### src/axi_pkg.sv
`default_nettype none

package axi_pkg;

    localparam int ADDR_W = 32;
    localparam int DATA_W = 32;
    localparam int STRB_W = DATA_W / 8;
    localparam int ID_W   = 4;

    localparam logic [1:0] RESP_OKAY   = 2'b00;
    localparam logic [1:0] RESP_DECERR = 2'b11;

    // Single-beat word transfer, incrementing burst
    localparam logic [7:0] LEN_SINGLE = 8'd0;
    localparam logic [2:0] SIZE_WORD  = 3'd2;
    localparam logic [1:0] BURST_INCR = 2'b01;

    typedef struct packed {
        logic [ID_W-1:0]   id;
        logic [ADDR_W-1:0] addr;
        logic [7:0]        len;
        logic [2:0]        size;
        logic [1:0]        burst;
    } axi_aw_t;

    // Read address has the same layout as write address
    typedef axi_aw_t axi_ar_t;

    typedef struct packed {
        logic [DATA_W-1:0] data;
        logic [STRB_W-1:0] strb;
        logic              last;
    } axi_w_t;

    typedef struct packed {
        logic [ID_W-1:0] id;
        logic [1:0]      resp;
    } axi_b_t;

    typedef struct packed {
        logic [ID_W-1:0]   id;
        logic [DATA_W-1:0] data;
        logic [1:0]        resp;
        logic              last;
    } axi_r_t;

endpackage

`default_nettype wire

### src/mem_axi_bridge.sv
`timescale 1ns/1ps
`default_nettype none

module mem_axi_bridge
    import axi_pkg::*;
(
    input  wire               clk,
    input  wire               rst_n,
    input  wire               mem_valid,
    input  wire [ADDR_W-1:0]  mem_addr,
    input  wire [DATA_W-1:0]  mem_wdata,
    input  wire [STRB_W-1:0]  mem_wstrb,
    output logic              mem_ready,
    output logic [DATA_W-1:0] mem_rdata,
    output logic              mem_error,
    output axi_aw_t           aw,
    output logic              aw_valid,
    input  wire               aw_ready,
    output axi_w_t            w,
    output logic              w_valid,
    input  wire               w_ready,
    input  wire axi_b_t       b,
    input  wire               b_valid,
    output logic              b_ready,
    output axi_ar_t           ar,
    output logic              ar_valid,
    input  wire               ar_ready,
    input  wire axi_r_t       r,
    input  wire               r_valid,
    output logic              r_ready
);

    typedef enum logic [1:0] {
        S_IDLE,
        S_ADDR,
        S_RESP,
        S_DONE
    } state_t;

    state_t state;
    logic   is_write;
    logic   aw_left;
    logic   w_left;
    logic   ar_left;
    logic   rsp_fire;

    // Request is held until mem_ready, so payloads come straight from it
    assign aw = '{id: '0, addr: {mem_addr[ADDR_W-1:2], 2'b00}, len: LEN_SINGLE,
                  size: SIZE_WORD, burst: BURST_INCR};
    assign ar = aw;
    assign w  = '{data: mem_wdata, strb: mem_wstrb, last: 1'b1};

    // Channels still waiting for their handshake
    assign aw_left = aw_valid && !aw_ready;
    assign w_left  = w_valid && !w_ready;
    assign ar_left = ar_valid && !ar_ready;

    assign b_ready   = (state == S_RESP) && is_write;
    assign r_ready   = (state == S_RESP) && !is_write;
    assign rsp_fire  = (b_ready && b_valid) || (r_ready && r_valid);
    assign mem_ready = (state == S_DONE);

    always_ff @(posedge clk or negedge rst_n) begin
        if (!rst_n) begin
            state    <= S_IDLE;
            is_write <= 1'b0;
            aw_valid <= 1'b0;
            w_valid  <= 1'b0;
            ar_valid <= 1'b0;
        end else begin
            case (state)
                S_IDLE: begin
                    if (mem_valid) begin
                        is_write <= |mem_wstrb;
                        aw_valid <= |mem_wstrb;
                        w_valid  <= |mem_wstrb;
                        ar_valid <= ~|mem_wstrb;
                        state    <= S_ADDR;
                    end
                end
                S_ADDR: begin
                    // AW and W may be taken in different cycles
                    aw_valid <= aw_left;
                    w_valid  <= w_left;
                    ar_valid <= ar_left;
                    if (!aw_left && !w_left && !ar_left) begin
                        state <= S_RESP;
                    end
                end
                S_RESP: begin
                    if (rsp_fire) begin
                        state <= S_DONE;
                    end
                end
                default: state <= S_IDLE;
            endcase
        end
    end

    // Result shown during the mem_ready cycle
    always_ff @(posedge clk) begin
        if (rsp_fire) begin
            mem_rdata <= is_write ? '0 : r.data;
            mem_error <= (is_write ? b.resp : r.resp) != RESP_OKAY;
        end
    end

endmodule

`default_nettype wire

### config.mk
export PLATFORM = sky130hd
export DESIGN_NAME = mem_axi_bridge
export DESIGN_NICKNAME = d
export VERILOG_FILES = /design/src/axi_pkg.sv /design/src/mem_axi_bridge.sv
export SDC_FILE = /design/constraint.sdc
export NUM_CORES = 1
export LEC_CHECK = 0
export ABC_AREA = 1
export BUFFER_PORTS_ARGS = -buffer_cell sky130_fd_sc_hd__buf_4
export CORE_AREA = 2 2 114 116
export CTS_CLUSTER_DIAMETER = 150
export DETAILED_ROUTE_END_ITERATION = 8
export DIE_AREA = 0 0 116 118
export SLEW_MARGIN = 20
export SYNTH_ARGS = -nofsm -noshare
export SYNTH_HDL_FRONTEND = slang
export SYNTH_SLANG_ARGS = --single-unit
### constraint.sdc
create_clock -name clk -period 1.8 [get_ports clk]
set_input_delay 0.18 -clock clk [delete_from_list [all_inputs] [get_ports clk]]
set_output_delay 0.18 -clock clk [all_outputs]
set_load 0.02 [all_outputs]
==> summary.log <==
INFO  final_layout   finish.instance_area=0.00290mm2
INFO  final_layout   mostFrequentLayoutCell=sky130_fd_sc_hd__buf_4
INFO  logic_synthesis netlist_area_before_placement=0.00273mm2
INFO  logic_synthesis cell_type_contributing_the_most_total_cell_area_after_synthesis=sky130_fd_sc_hd__buf_4
INFO  logic_synthesis sequential_cell_area_fraction_in_the_yosys_report=41.8%
INFO  logic_synthesis synthCells=303
INFO  power_and_ir_drop internal_power=2.19mW
INFO  worst_setup_path start_kind=flip-flop
INFO  global_route   grt_usage=7.42%
INFO  worst_setup_path critical_path_required=1620ps
INFO  worst_hold_path worst_hold_path_type=in2reg
INFO  drt            antenna_left=0
INFO  final_layout   antenna_cells=0
INFO  drt            via_per_inst=3.45
INFO  status         outcome=finished clean
INFO  power_and_ir_drop netSwitchingPower=1.19mW
INFO  worst_setup_path setup.worst_path.class=reg2out
INFO  die            fp.dieH=118um
INFO  power_and_ir_drop share_comb_of_total_power=36.9%
INFO  global_route   antenna_found_initial=0
INFO  power_and_ir_drop total_power=3.39mW
INFO  global_route   largest_net_degree_at_the_start_of_global_routing=35
INFO  sta            holdWs=186ps
INFO  sta            total_count_of_max_transition_violations_in_the_final_report=0
INFO  die            row_count=41
INFO  final_layout   most_frequent_cells_in_the_layout=91 x sky130_fd_sc_hd__buf_4, 43 x sky130_fd_sc_hd__inv_1, 41 x sky130_fd_sc_hd__nor2_1
INFO  placement      hpwlAfterDp=4560um
INFO  die            design.core.area=0.0124mm2
INFO  sta            worst_clock_skew=2.37ps
INFO  global_route   remaining_global_route_overflow=0
INFO  sta            min_period_over_period=88.8%
INFO  clocking       cts_root_buf=sky130_fd_sc_hd__clkbuf_16
INFO  clocking       cts.path.max_buffers=2
INFO  power_and_ir_drop clkPwrFrac=24.4%
INFO  global_route   first_pass_grt_wire_length=7760um
INFO  drt            dr.pass1.iters=4
INFO  die            starting_density_of_the_core=22.0%
INFO  worst_setup_path timing.rr.start=state[0]
INFO  placement      port_buffers=90
INFO  global_route   grt_pass1_vias=1531
INFO  sta            fin_crit=1600ps
INFO  sta            setup_slack=202ps
INFO  drt            dr_total_vias=1634
INFO  clocking       clk_transition_reported_paths=50ps
INFO  die            die_width=116um
INFO  logic_synthesis ys_ff_latch=39
INFO  drt            final_routed_drc_violation_total=0
INFO  power_and_ir_drop ir_drop=0.427mV
INFO  sta            fmax=626MHz
INFO  final_layout   flow.area_growth_from_synthesis=6.24%
INFO  clocking       depth_of_the_cts_h_tree=2
INFO  die            dieArea=0.0137mm2
INFO  power_and_ir_drop cell_area_power_density=1170mW/mm2
INFO  drt            drt-wirelength-per-cell=11.6um
INFO  sta            setup_tns=0ps
INFO  sta            setup_repair_after_global_routing_missed_its_margin=no
INFO  drt            drt_first_iter_violations=77
INFO  drt            drt_wl_total=5490um
INFO  clocking       cts.sink_count=39
INFO  clocking       insertion_delay_of_the_later_clocked_pin_in_the_worst_skew_pair=280ps
INFO  clocking       cts_tree=yes
INFO  power_and_ir_drop p_sw_share=35.3%
INFO  placement      place_ws=224ps
INFO  final_layout   layout-drive-gt1-share=34.1%
INFO  worst_setup_path cp_max_fo=6
INFO  placement      gp_congestion=0.723
INFO  die            num_io_pins=295
INFO  worst_setup_path critical_path.startpoint=state[0]
INFO  logic_synthesis yosysUniqueCellTypes=19
INFO  power_and_ir_drop leakage=1.43nW
INFO  worst_setup_path reg2regPathDepth=5
INFO  sta            final-setup-viol-count=0
INFO  sta            report.final.hold_viol_count=0
INFO  power_and_ir_drop seqPwrFrac=38.8%
INFO  clocking       cts-buffers-inserted=5
INFO  worst_setup_path critical_path.endpoint=r_ready
INFO  final_layout   finish.net_count=427
INFO  clocking       post_cts.repair.setup_buffers=0
INFO  worst_setup_path critical_path.endpoint_type=output pin
INFO  logic_synthesis synthesis.yosys.warnings=0
INFO  worst_setup_path r2r-end=mem_rdata[27]
INFO  worst_setup_path worst_case_register_to_register_setup_slack=200ps
INFO  placement      dpl-instance-area=0.00275mm2
INFO  worst_setup_path crit_arrival=1420ps
INFO  logic_synthesis synthDominantCellAreaShare=37.1%
INFO  final_layout   fillCellCount=1346
INFO  logic_synthesis netlist_top_cells_area=sky130_fd_sc_hd__buf_4 37%, sky130_fd_sc_hd__edfxtp_1 36%, sky130_fd_sc_hd__inv_1 5.9%
INFO  logic_synthesis synthesized_area_per_cell=9.01um2
INFO  job            count_of_maximum_capacitance_violations=0
registers in the layout, summed over array words and instances, names as in the netlist:
signal / cells
ar_valid: 1
mem_rdata: 32
aw_valid: 1
is_write: 1
w_valid: 1
mem_error: 1
state: 2
worst min-delay path by stage:
stage	end	depth (start not counted)	from	slack (ps)
after floorplan	ar_valid	0	rst_n	-120
after global placement	w_valid	1	rst_n	-7
after detailed placement	w_valid	1	rst_n	-4
after CTS	mem_rdata[18]	3	r[21]	180
after global routing	mem_error	3	b[1]	190
final	mem_error	3	b[1]	190
cells by family (layout without fill, tap and decap cells):
logic type / Yosys count / count (layout) / share of synthesized area [%]
adders and majority gates: 5 / 5 / 2.29
and+or+nand+nor: 67 / 67 / 9.90
buffers and inverters: 184 / 146 / 44.3
DFF: 39 / 39 / 41.8
other: 2 / 39 / 0.275
AOI/OAI and AO/OA: 6 / 6 / 1.42
per-layer routing:
layer | track usage [%] | wire length (um) | share of wire [%]
met5 | 2.75 | 42 | 0.77
met2 | 12.5 | 2560 | 47
met1 | 6.08 | 1710 | 31
met4 | 4.54 | 190 | 3.5
met3 | 5.10 | 994 | 18
final cells by class:
class	count	area (um2)	area share (%)
sequential	39	1140	39.4
timing repair buffer	93	713	24.6
multi-input combinational	117	520	18.0
tap	172	215	7.42
inverter	45	169	5.83
clock buffer	5	125	4.32
clock inverter	3	15.0	0.518
cells in the mapped netlist:
| library cell | number |
|---|---|
| sky130_fd_sc_hd__nand2_1 | 17 |
| sky130_fd_sc_hd__inv_2 | 2 |
| sky130_fd_sc_hd__buf_6 | 1 |
| sky130_fd_sc_hd__o21ai_0 | 1 |
| sky130_fd_sc_hd__o31ai_1 | 1 |
| sky130_fd_sc_hd__a31oi_1 | 2 |
| sky130_fd_sc_hd__a21oi_1 | 1 |
| sky130_fd_sc_hd__nor2_1 | 41 |
| sky130_fd_sc_hd__edfxtp_1 | 33 |
| sky130_fd_sc_hd__conb_1 | 2 |
| sky130_fd_sc_hd__inv_1 | 43 |
| sky130_fd_sc_hd__nand4_1 | 2 |
| sky130_fd_sc_hd__dfrtp_1 | 6 |
| sky130_fd_sc_hd__buf_2 | 3 |
| sky130_fd_sc_hd__nand3_2 | 1 |
| sky130_fd_sc_hd__o21ai_2 | 1 |
| sky130_fd_sc_hd__nand3_1 | 6 |
| sky130_fd_sc_hd__buf_4 | 135 |
| sky130_fd_sc_hd__ha_1 | 5 |
critical path, cell delays in order (launching register included):
cell	delay, ps
sky130_fd_sc_hd__dfrtp_1	430
sky130_fd_sc_hd__inv_1	100
sky130_fd_sc_hd__ha_1	280
sky130_fd_sc_hd__inv_1	60
sky130_fd_sc_hd__nor2_1	100
sky130_fd_sc_hd__buf_4	160
power groups by stage:
stage	registers, mW	clock network [mW]	logic (mW)
global placement	1.32	0	1.22
CTS	1.32	0.850	1.26
detailed placement	1.33	0	1.26
finish	1.31	0.825	1.25
floorplan	1.51	0	0.954
global route	1.33	0.890	1.36
timing repair:
item / in CTS / in global routing
hold buffers: 1 / 0
endpoints found under the hold margin: 6 / 0
resized for setup: 0 / 0
through the flow:
step | utilization (%) | cells
after global routing | 23.4 | 474
after floorplan | - | 340
after CTS | 23.4 | 474
final | 23.4 | 474
after global placement | 22.1 | 465
after detailed placement | 22.1 | 465
Power figures use the tool's default switching activity.
