File: src/axi_pkg.sv
`default_nettype none

package axi_pkg;

    localparam int ADDR_W = 32;
    localparam int DATA_W = 32;
    localparam int STRB_W = DATA_W / 8;
    localparam int ID_W   = 4;

    localparam logic [1:0] RESP_OKAY   = 2'b00;
    localparam logic [1:0] RESP_DECERR = 2'b11;

    // Single-beat word transfer, incrementing burst
    localparam logic [7:0] LEN_SINGLE = 8'd0;
    localparam logic [2:0] SIZE_WORD  = 3'd2;
    localparam logic [1:0] BURST_INCR = 2'b01;

    typedef struct packed {
        logic [ID_W-1:0]   id;
        logic [ADDR_W-1:0] addr;
        logic [7:0]        len;
        logic [2:0]        size;
        logic [1:0]        burst;
    } axi_aw_t;

    // Read address has the same layout as write address
    typedef axi_aw_t axi_ar_t;

    typedef struct packed {
        logic [DATA_W-1:0] data;
        logic [STRB_W-1:0] strb;
        logic              last;
    } axi_w_t;

    typedef struct packed {
        logic [ID_W-1:0] id;
        logic [1:0]      resp;
    } axi_b_t;

    typedef struct packed {
        logic [ID_W-1:0]   id;
        logic [DATA_W-1:0] data;
        logic [1:0]        resp;
        logic              last;
    } axi_r_t;

endpackage

`default_nettype wire

File: src/dram_pkg.sv
`default_nettype none

package dram_pkg;

    localparam int COL_W  = 10;
    localparam int BANK_W = 3;
    localparam int ROW_W  = 14;

    // Byte address split of a word access
    localparam int COL_LSB  = 2;
    localparam int BANK_LSB = COL_LSB + COL_W;
    localparam int ROW_LSB  = BANK_LSB + BANK_W;

    // Everything below this is DRAM
    localparam logic [31:0] DRAM_LIMIT = 32'h2000_0000;

    // Command gaps in clock cycles
    localparam int T_RCD = 2;
    localparam int T_CL  = 3;
    localparam int T_WR  = 2;
    localparam int T_RP  = 2;

    localparam int CNT_W = 3;

    // Levels on {cs, ras, cas, we}, all active low
    typedef enum logic [3:0] {
        CMD_NOP       = 4'b1111,
        CMD_ACTIVATE  = 4'b0011,
        CMD_READ      = 4'b0101,
        CMD_WRITE     = 4'b0100,
        CMD_PRECHARGE = 4'b0010
    } dram_cmd_t;

endpackage

`default_nettype wire

File: src/axi_interconnect.sv
`timescale 1ns/1ps
`default_nettype none

module axi_interconnect
    import axi_pkg::*;
    import dram_pkg::*;
(
    input  wire         clk,
    input  wire         rst_n,
    // From the bridge
    input  wire axi_aw_t s_aw,
    input  wire         s_aw_valid,
    output logic        s_aw_ready,
    input  wire axi_w_t s_w,
    input  wire         s_w_valid,
    output logic        s_w_ready,
    output axi_b_t      s_b,
    output logic        s_b_valid,
    input  wire         s_b_ready,
    input  wire axi_ar_t s_ar,
    input  wire         s_ar_valid,
    output logic        s_ar_ready,
    output axi_r_t      s_r,
    output logic        s_r_valid,
    input  wire         s_r_ready,
    // To the DRAM controller
    output axi_aw_t     m_aw,
    output logic        m_aw_valid,
    input  wire         m_aw_ready,
    output axi_w_t      m_w,
    output logic        m_w_valid,
    input  wire         m_w_ready,
    input  wire axi_b_t m_b,
    input  wire         m_b_valid,
    output logic        m_b_ready,
    output axi_ar_t     m_ar,
    output logic        m_ar_valid,
    input  wire         m_ar_ready,
    input  wire axi_r_t m_r,
    input  wire         m_r_valid,
    output logic        m_r_ready
);

    logic            aw_dram;
    logic            ar_dram;
    logic            err_aw_take;
    logic            err_ar_take;
    logic            err_b_valid;
    logic            err_r_valid;
    logic [ID_W-1:0] err_bid;
    logic [ID_W-1:0] err_rid;

    assign aw_dram = (s_aw.addr < DRAM_LIMIT);
    assign ar_dram = (s_ar.addr < DRAM_LIMIT);

    // DRAM requests pass through with no added latency
    assign m_aw       = s_aw;
    assign m_aw_valid = s_aw_valid && aw_dram;
    // W follows the AW next to it, both targets take the pair in one cycle
    assign m_w        = s_w;
    assign m_w_valid  = s_w_valid && aw_dram;
    assign m_ar       = s_ar;
    assign m_ar_valid = s_ar_valid && ar_dram;

    // Error responder takes one request per direction at a time
    assign err_aw_take = s_aw_valid && s_w_valid && !aw_dram && !err_b_valid;
    assign err_ar_take = s_ar_valid && !ar_dram && !err_r_valid;

    assign s_aw_ready = aw_dram ? m_aw_ready : err_aw_take;
    assign s_w_ready  = aw_dram ? m_w_ready : err_aw_take;
    assign s_ar_ready = ar_dram ? m_ar_ready : err_ar_take;

    // A pending error response owns the return channel
    assign s_b_valid = err_b_valid || m_b_valid;
    assign s_b       = err_b_valid ? axi_b_t'{id: err_bid, resp: RESP_DECERR} : m_b;
    assign m_b_ready = s_b_ready && !err_b_valid;

    assign s_r_valid = err_r_valid || m_r_valid;
    assign s_r       = err_r_valid
                     ? axi_r_t'{id: err_rid, data: '0, resp: RESP_DECERR, last: 1'b1}
                     : m_r;
    assign m_r_ready = s_r_ready && !err_r_valid;

    always_ff @(posedge clk or negedge rst_n) begin
        if (!rst_n) begin
            err_b_valid <= 1'b0;
            err_r_valid <= 1'b0;
        end else begin
            if (err_aw_take) begin
                err_b_valid <= 1'b1;
            end else if (s_b_ready) begin
                err_b_valid <= 1'b0;
            end
            if (err_ar_take) begin
                err_r_valid <= 1'b1;
            end else if (s_r_ready) begin
                err_r_valid <= 1'b0;
            end
        end
    end

    always_ff @(posedge clk) begin
        if (err_aw_take) begin
            err_bid <= s_aw.id;
        end
        if (err_ar_take) begin
            err_rid <= s_ar.id;
        end
    end

endmodule

`default_nettype wire

File: config.mk
export PLATFORM = sky130hd
export DESIGN_NAME = axi_interconnect
export DESIGN_NICKNAME = d
export VERILOG_FILES = /design/src/axi_pkg.sv /design/src/dram_pkg.sv /design/src/axi_interconnect.sv
export SDC_FILE = /design/constraint.sdc
export NUM_CORES = 1
export LEC_CHECK = 0
export BUFFER_PORTS_ARGS = -buffer_cell sky130_fd_sc_hd__buf_4
export CAP_MARGIN = 15
export CORE_AREA = 5 5 147 149
export CTS_CLUSTER_DIAMETER = 40
export DETAILED_ROUTE_END_ITERATION = 8
export DIE_AREA = 0 0 152 154
export GPL_TIMING_DRIVEN = 0
export SYNTH_ARGS = -nofsm -noshare
export SYNTH_HDL_FRONTEND = slang
export SYNTH_SLANG_ARGS = --single-unit
File: constraint.sdc
create_clock -name clk -period 1.6 [get_ports clk]
set_input_delay 0.16 -clock clk [delete_from_list [all_inputs] [get_ports clk]]
set_output_delay 0.16 -clock clk [all_outputs]
set_load 0.01 [all_outputs]
==> flow_metrics.tcl, run 1 <==
set metrics [dict create \
    wire_per_inst_um 13.12 \
    synth.avg_cell_area_um2 8.433 \
    viasPerCell 2.927 \
    syn_area_mm2 0.001813 \
    overflow 0 \
    clkSinkCount 10 \
    io_buffer_count 260 \
    max_stage_delay_ns 0.49 \
    synth_edf_count 8 \
    dieHeight_um 154 \
    cpMaxStageDelayCell "dfrtp_2" \
    ys_ff_latch 10 \
    status "finished clean" \
    grt_pass1_wl_um 13700 \
    yosysTopAreaCell "buf_4" \
    min_to "err_rid[3]" \
    fmax_ghz 0.6577 \
    num-fill-cells 2244 \
    setup_viol 0 \
    post-dp-hpwl_um 9255 \
    synth_cells 215 \
    synth_most_common_cell "buf_4" \
    arrival_ns 1.36 \
    finalSetupTns_ns 0 \
    firstDrtPassIters 4 \
    hold_path.class "in2reg" \
    wl_um 9867 \
    crit_path_start "err_r_valid" \
    critPathKind "reg2out" \
    whs_path_depth 1 \
    placed_cell_area_mm2 0.004103 \
    finalCriticalPeriod_ns 1.521 \
    timing.rr.end "err_rid[3]" \
    grt_pass1_vias 2354 \
    cpLargestDelayFamily "flip-flops" \
    cp_max_fo 10 \
    grtUsageMet1 0.07279 \
    met2_usage 0.1463 \
    synthDistinctLibCells 19 \
    num_rows 52 \
    synth_commonest_cells "buf_4, nor2b_1, edfxtp_1" \
    worst_slew_pin_slew_ns 0.5470 \
    total_power_mw 2.175 \
    seq_area_frac_synth 0.1601 \
    slew_headroom 0.6326 \
    peakVddDrop_mv 0.2644 \
    instances_no_fill 752 \
    worstPathRequired_ns 1.44 \
    clk_latency_ns 0.24 \
    io_pins 382 \
    synth_top_area_frac 0.5631 \
    core_mm2 0.02004 \
    slew_viol_final 0 \
    r2r_slack_ns 0.11 \
    diodes 0 \
    h-tree-depth 1 \
    grt_use_total 0.07420 \
    hp-start "s_ar[48]" \
    gp_congestion 0.8297 \
    postLayoutCellArea_mm2 0.004227 \
    clock_skew_ns 0.0009072 \
    rsz0062_at_grt "false" \
    ys_warn_count 0 \
    cts_buffer_depth 2 \
    fin_nets 675 \
    syn_nets 407 \
    antenna_found_initial 0 \
    initial_core_util 0.09047 \
    cp-end-kind "primary output" \
    via_count 2201 \
    maxCapViolations 0 \
    grt_max_degree 11 \
    cts-buffers-inserted 3 \
    hold_viol 0 \
    synthArstFlopShare 0.2000 \
    drc 0 \
    drtIter0Drc 61 \
    drive_gt1_frac 0.8797 \
    synth_flop_cell "edfxtp_1" \
    dp_worst_setup_slack_ns -0.05218 \
    cts.reportedPaths.clkPinSlew_ns 0.05 \
    worst_slack_ns 0.07950 \
    ys_top_cells_by_area "buf_4, edfxtp_1, nor2b_1" \
    tritoncts "done" \
    cp-start-kind "register" \
    power_density_mw_per_mm2 514.7 \
    r2r_start "err_r_valid" \
    top_usage_layer "met2" \
    detail-route-antenna-nets 0 \
    area_growth_syn_to_layout_pct 133.1 \
    path_cells "buf_2 -> nor2b_1 -> buf_4" \
    ff2ff_path_depth 2 \
    leakage_nw 2.273 \
    cts_root_buffer "clkbuf_16" \
    cp_num_buf_inv 2 \
    die_area_mm2 0.02341 \
    gr-usage-met3 0.03064 \
    period_share 0.9503 \
    dp_cells 745 \
    die_w_um 152 \
]
## per-stage QoR
step | hold WS, ns | utilization
after floorplan | -0.1356 | -
after global placement | -0.04266 | 0.2047
after detailed placement | -0.04163 | 0.2047
after CTS | 0.09881 | 0.2105
after global routing | 0.09877 | 0.2109
final | 0.1045 | 0.2109
## cells by family after synthesis
family,share of synthesized area
flops,0.1601
compound gates,0.02209
simple gates,0.1677
buf+inv,0.5852
mux,0.06487
## layout by cell type (no fill, tap or decap)
cell,count
dlygate4sd3_1,1
mux2_2,6
and2_1,3
buf_6,1
buf_4,398
nor3_1,1
nor2_1,2
mux2_4,2
nor3_2,1
o22ai_1,1
dfrtp_1,1
or2_2,7
dfrtp_2,1
mux2i_1,2
clkbuf_16,3
inv_1,2
clkbuf_8,1
nor2b_1,34
nand2b_1,1
o311ai_2,1
o2bb2ai_1,2
buf_2,2
edfxtp_1,8
buf_12,1
## where the power goes
part / switching, mW / total [mW] / leakage (nW) / internal [mW]
sequential: 0.0211 / 0.325 / 0.0981 / 0.304
combinational: 0.504 / 1.32 / 2.13 / 0.818
clock: 0.149 / 0.528 / 0.0442 / 0.379
total: 0.674 / 2.18 / 2.27 / 1.50
## area by class of cell
cell class                 count  area [um2]  area share
multi-input combinational     63       461.7      0.1092
buffer                       140        1062      0.2513
clock buffer                   4       88.84     0.02102
tap                          270       337.8     0.07993
sequential                    10       291.5     0.06898
inverter                       2       7.507    0.001776
timing repair buffer         263        1977      0.4677
## layer usage
metal  vias to the layer above  wire, um
li1                       1070         -
met1                       930      3185
met3                         4      1116
met4                         0        84
met5                         -         0
met2                       197      5481
## timing repair
item                                   CTS  global route
pin swaps                                0             0
setup buffers                            2             0
endpoints found under the hold margin    2             0
gates resized for setup                  1             2
setup endpoints to repair               14             2
hold buffers                             1             0
## how the worst max path moves through the flow
stage / end / depth (start not counted)
3_5_place_dp: err_rid[3] / 2
2_1_floorplan: err_rid[0] / 2
5_1_grt: s_r[12] / 4
6_report: s_r[27] / 3
4_1_cts: s_r[36] / 3
3_3_place_gp: err_rid[1] / 2
## registers in the layout, indices dropped and copies added (netlist names)
signal / flops
err_b_valid: 1
err_rid: 4
err_bid: 4
err_r_valid: 1
(Power assumes the default switching activity.)
==> inputs of run 2 (changes only) <==
--- a/config.mk
+++ b/config.mk
@@ -12,6 +12,7 @@
 export DETAILED_ROUTE_END_ITERATION = 8
 export DIE_AREA = 0 0 152 154
 export GPL_TIMING_DRIVEN = 0
+export REMOVE_ABC_BUFFERS = 1
 export SYNTH_ARGS = -nofsm -noshare
 export SYNTH_HDL_FRONTEND = slang
 export SYNTH_SLANG_ARGS = --single-unit
==> flow_metrics.tcl, run 2 (same netlist as run 1, synthesis figures left out) <==
set metrics [dict create \
    gp_congestion 0.9377 \
    io_pins 382 \
    whs_path_depth 2 \
    grt_pass1_vias 1465 \
    wire_per_inst_um 55.06 \
    cpMaxStageDelayCell "dfrtp_4" \
    slew_viol_final 0 \
    die_w_um 152 \
    cp-start-kind "register" \
    cts_buffer_depth 2 \
    worst_slack_ns 0.05344 \
    die_area_mm2 0.02341 \
    diodes 0 \
    grt_use_total 0.2198 \
    clock_skew_ns 0.0004301 \
    num-fill-cells 2377 \
    clk_latency_ns 0.23 \
    ff2ff_path_depth 2 \
    max_stage_delay_ns 0.51 \
    cts-buffers-inserted 3 \
    io_buffer_count 139 \
    firstDrtPassIters 4 \
    dieHeight_um 154 \
    r2r_slack_ns 0.15 \
    cp_max_fo 28 \
    hold_path.class "in2reg" \
    overflow 0 \
    r2r_start "err_r_valid" \
    drc 0 \
    tritoncts "done" \
    area_growth_syn_to_layout_pct 25.74 \
    critPathKind "reg2out" \
    layout_commonest_cell "buf_4" \
    status "finished clean" \
    arrival_ns 1.39 \
    multiInputGateArea_um2 461.7 \
    maxCapViolations 0 \
    via_count 1462 \
    drive_gt1_frac 0.7387 \
    hold_viol 0 \
    setup_viol 0 \
    grt_pass1_wl_um 30460 \
    clkSinkCount 10 \
    slew_headroom 0.6234 \
    dp_worst_setup_slack_ns -0.1578 \
    fin_nets 416 \
    detail-route-antenna-nets 0 \
    crit_path_start "err_r_valid" \
    finalCriticalPeriod_ns 1.547 \
    path_cells "buf_16 -> or2_2 -> buf_4" \
    rsz0062_at_grt "false" \
    power_density_mw_per_mm2 666.0 \
    leakage_nw 1.024 \
    cp-end-kind "primary output" \
    drtIter0Drc 56 \
    num_rows 52 \
    h-tree-depth 1 \
    top_regs "err_bid (4), err_rid (4)" \
    wl_um 27090 \
    core_mm2 0.02004 \
    fmax_ghz 0.6466 \
    timing.rr.end "err_rid[1]" \
    post-dp-hpwl_um 26410 \
    grt_max_degree 29 \
    layout_common_cells "buf_4, nor2b_1, edfxtp_1" \
    worst_slew_pin_slew_ns 0.5605 \
    worstPathRequired_ns 1.44 \
    total_power_mw 1.518 \
    period_share 0.9666 \
    postLayoutCoreUtil 0.1138 \
    cts.reportedPaths.clkPinSlew_ns 0.04 \
    antenna_found_initial 0 \
    cts_root_buffer "clkbuf_16" \
    crit_end "s_r[0]" \
    peakVddDrop_mv 0.2304 \
    holdWs_ns 0.1113 \
    initial_core_util 0.09047 \
    final-seq-area_um2 294.0 \
    viasPerCell 2.972 \
]
[run 2: layout make-up]
class,count,share of cell area
inverters,2,0.003293
clock buffers,3,0.03293
well taps,270,0.1482
flip-flops and latches,10,0.1290
repair buffers,144,0.4841
multi-input cells,63,0.2025
[run 2: metrics by stage]
stage | std cells | TNS (ns) | area, um2
floorplan | 75 | 0 | 759.5
global placement | 484 | -12.34 | 2141
detailed placement | 485 | -0.7743 | 2168
CTS | 492 | 0 | 2280
global route | 492 | 0 | 2280
finish | 492 | 0 | 2280
[run 2: worst max-delay path: cells and delay by family (launching register included)]
family	cells	cell delay, ns
buffers and inverters	2	0.34
DFF	1	0.51
and+or+nand+nor	1	0.30
[run 2: where the power goes]
part / leakage, nW / switching, mW / internal [mW]
logic: 0.889 / 0.339 / 0.424
clock network: 0.0370 / 0.102 / 0.323
registers: 0.0981 / 0.0235 / 0.307
total: 1.02 / 0.464 / 1.05
[run 2: per-layer routing]
| metal | vias to the layer above | part of all wire | track usage | wire length (um) |
|---|---|---|---|---|
| met4 | 2 | 0.0099 | 0.02783 | 268 |
| met5 | - | 0.0019 | 0.02899 | 52 |
| met1 | 556 | 0.12 | 0.07513 | 3244 |
| li1 | 550 | - | - | - |
| met2 | 344 | 0.52 | 0.4043 | 14090 |
| met3 | 10 | 0.35 | 0.3676 | 9434 |
[run 2: worst min-delay path by stage]
stage,endpoint,from,slack (ns)
after floorplan,err_b_valid,rst_n,-0.14
after global placement,err_b_valid,rst_n,-0.05
after detailed placement,err_b_valid,rst_n,-0.05
after CTS,err_b_valid,s_b_ready,0.11
after global routing,err_bid[0],s_aw[45],0.11
final,err_b_valid,s_b_ready,0.11
[run 2: repair_timing]
item                                   4_1_cts  5_1_grt
gates resized for setup                      2        0
endpoints found under the hold margin        2        0
setup endpoints to repair                   36        0
setup buffers                                3        0
hold buffers                                 1        0
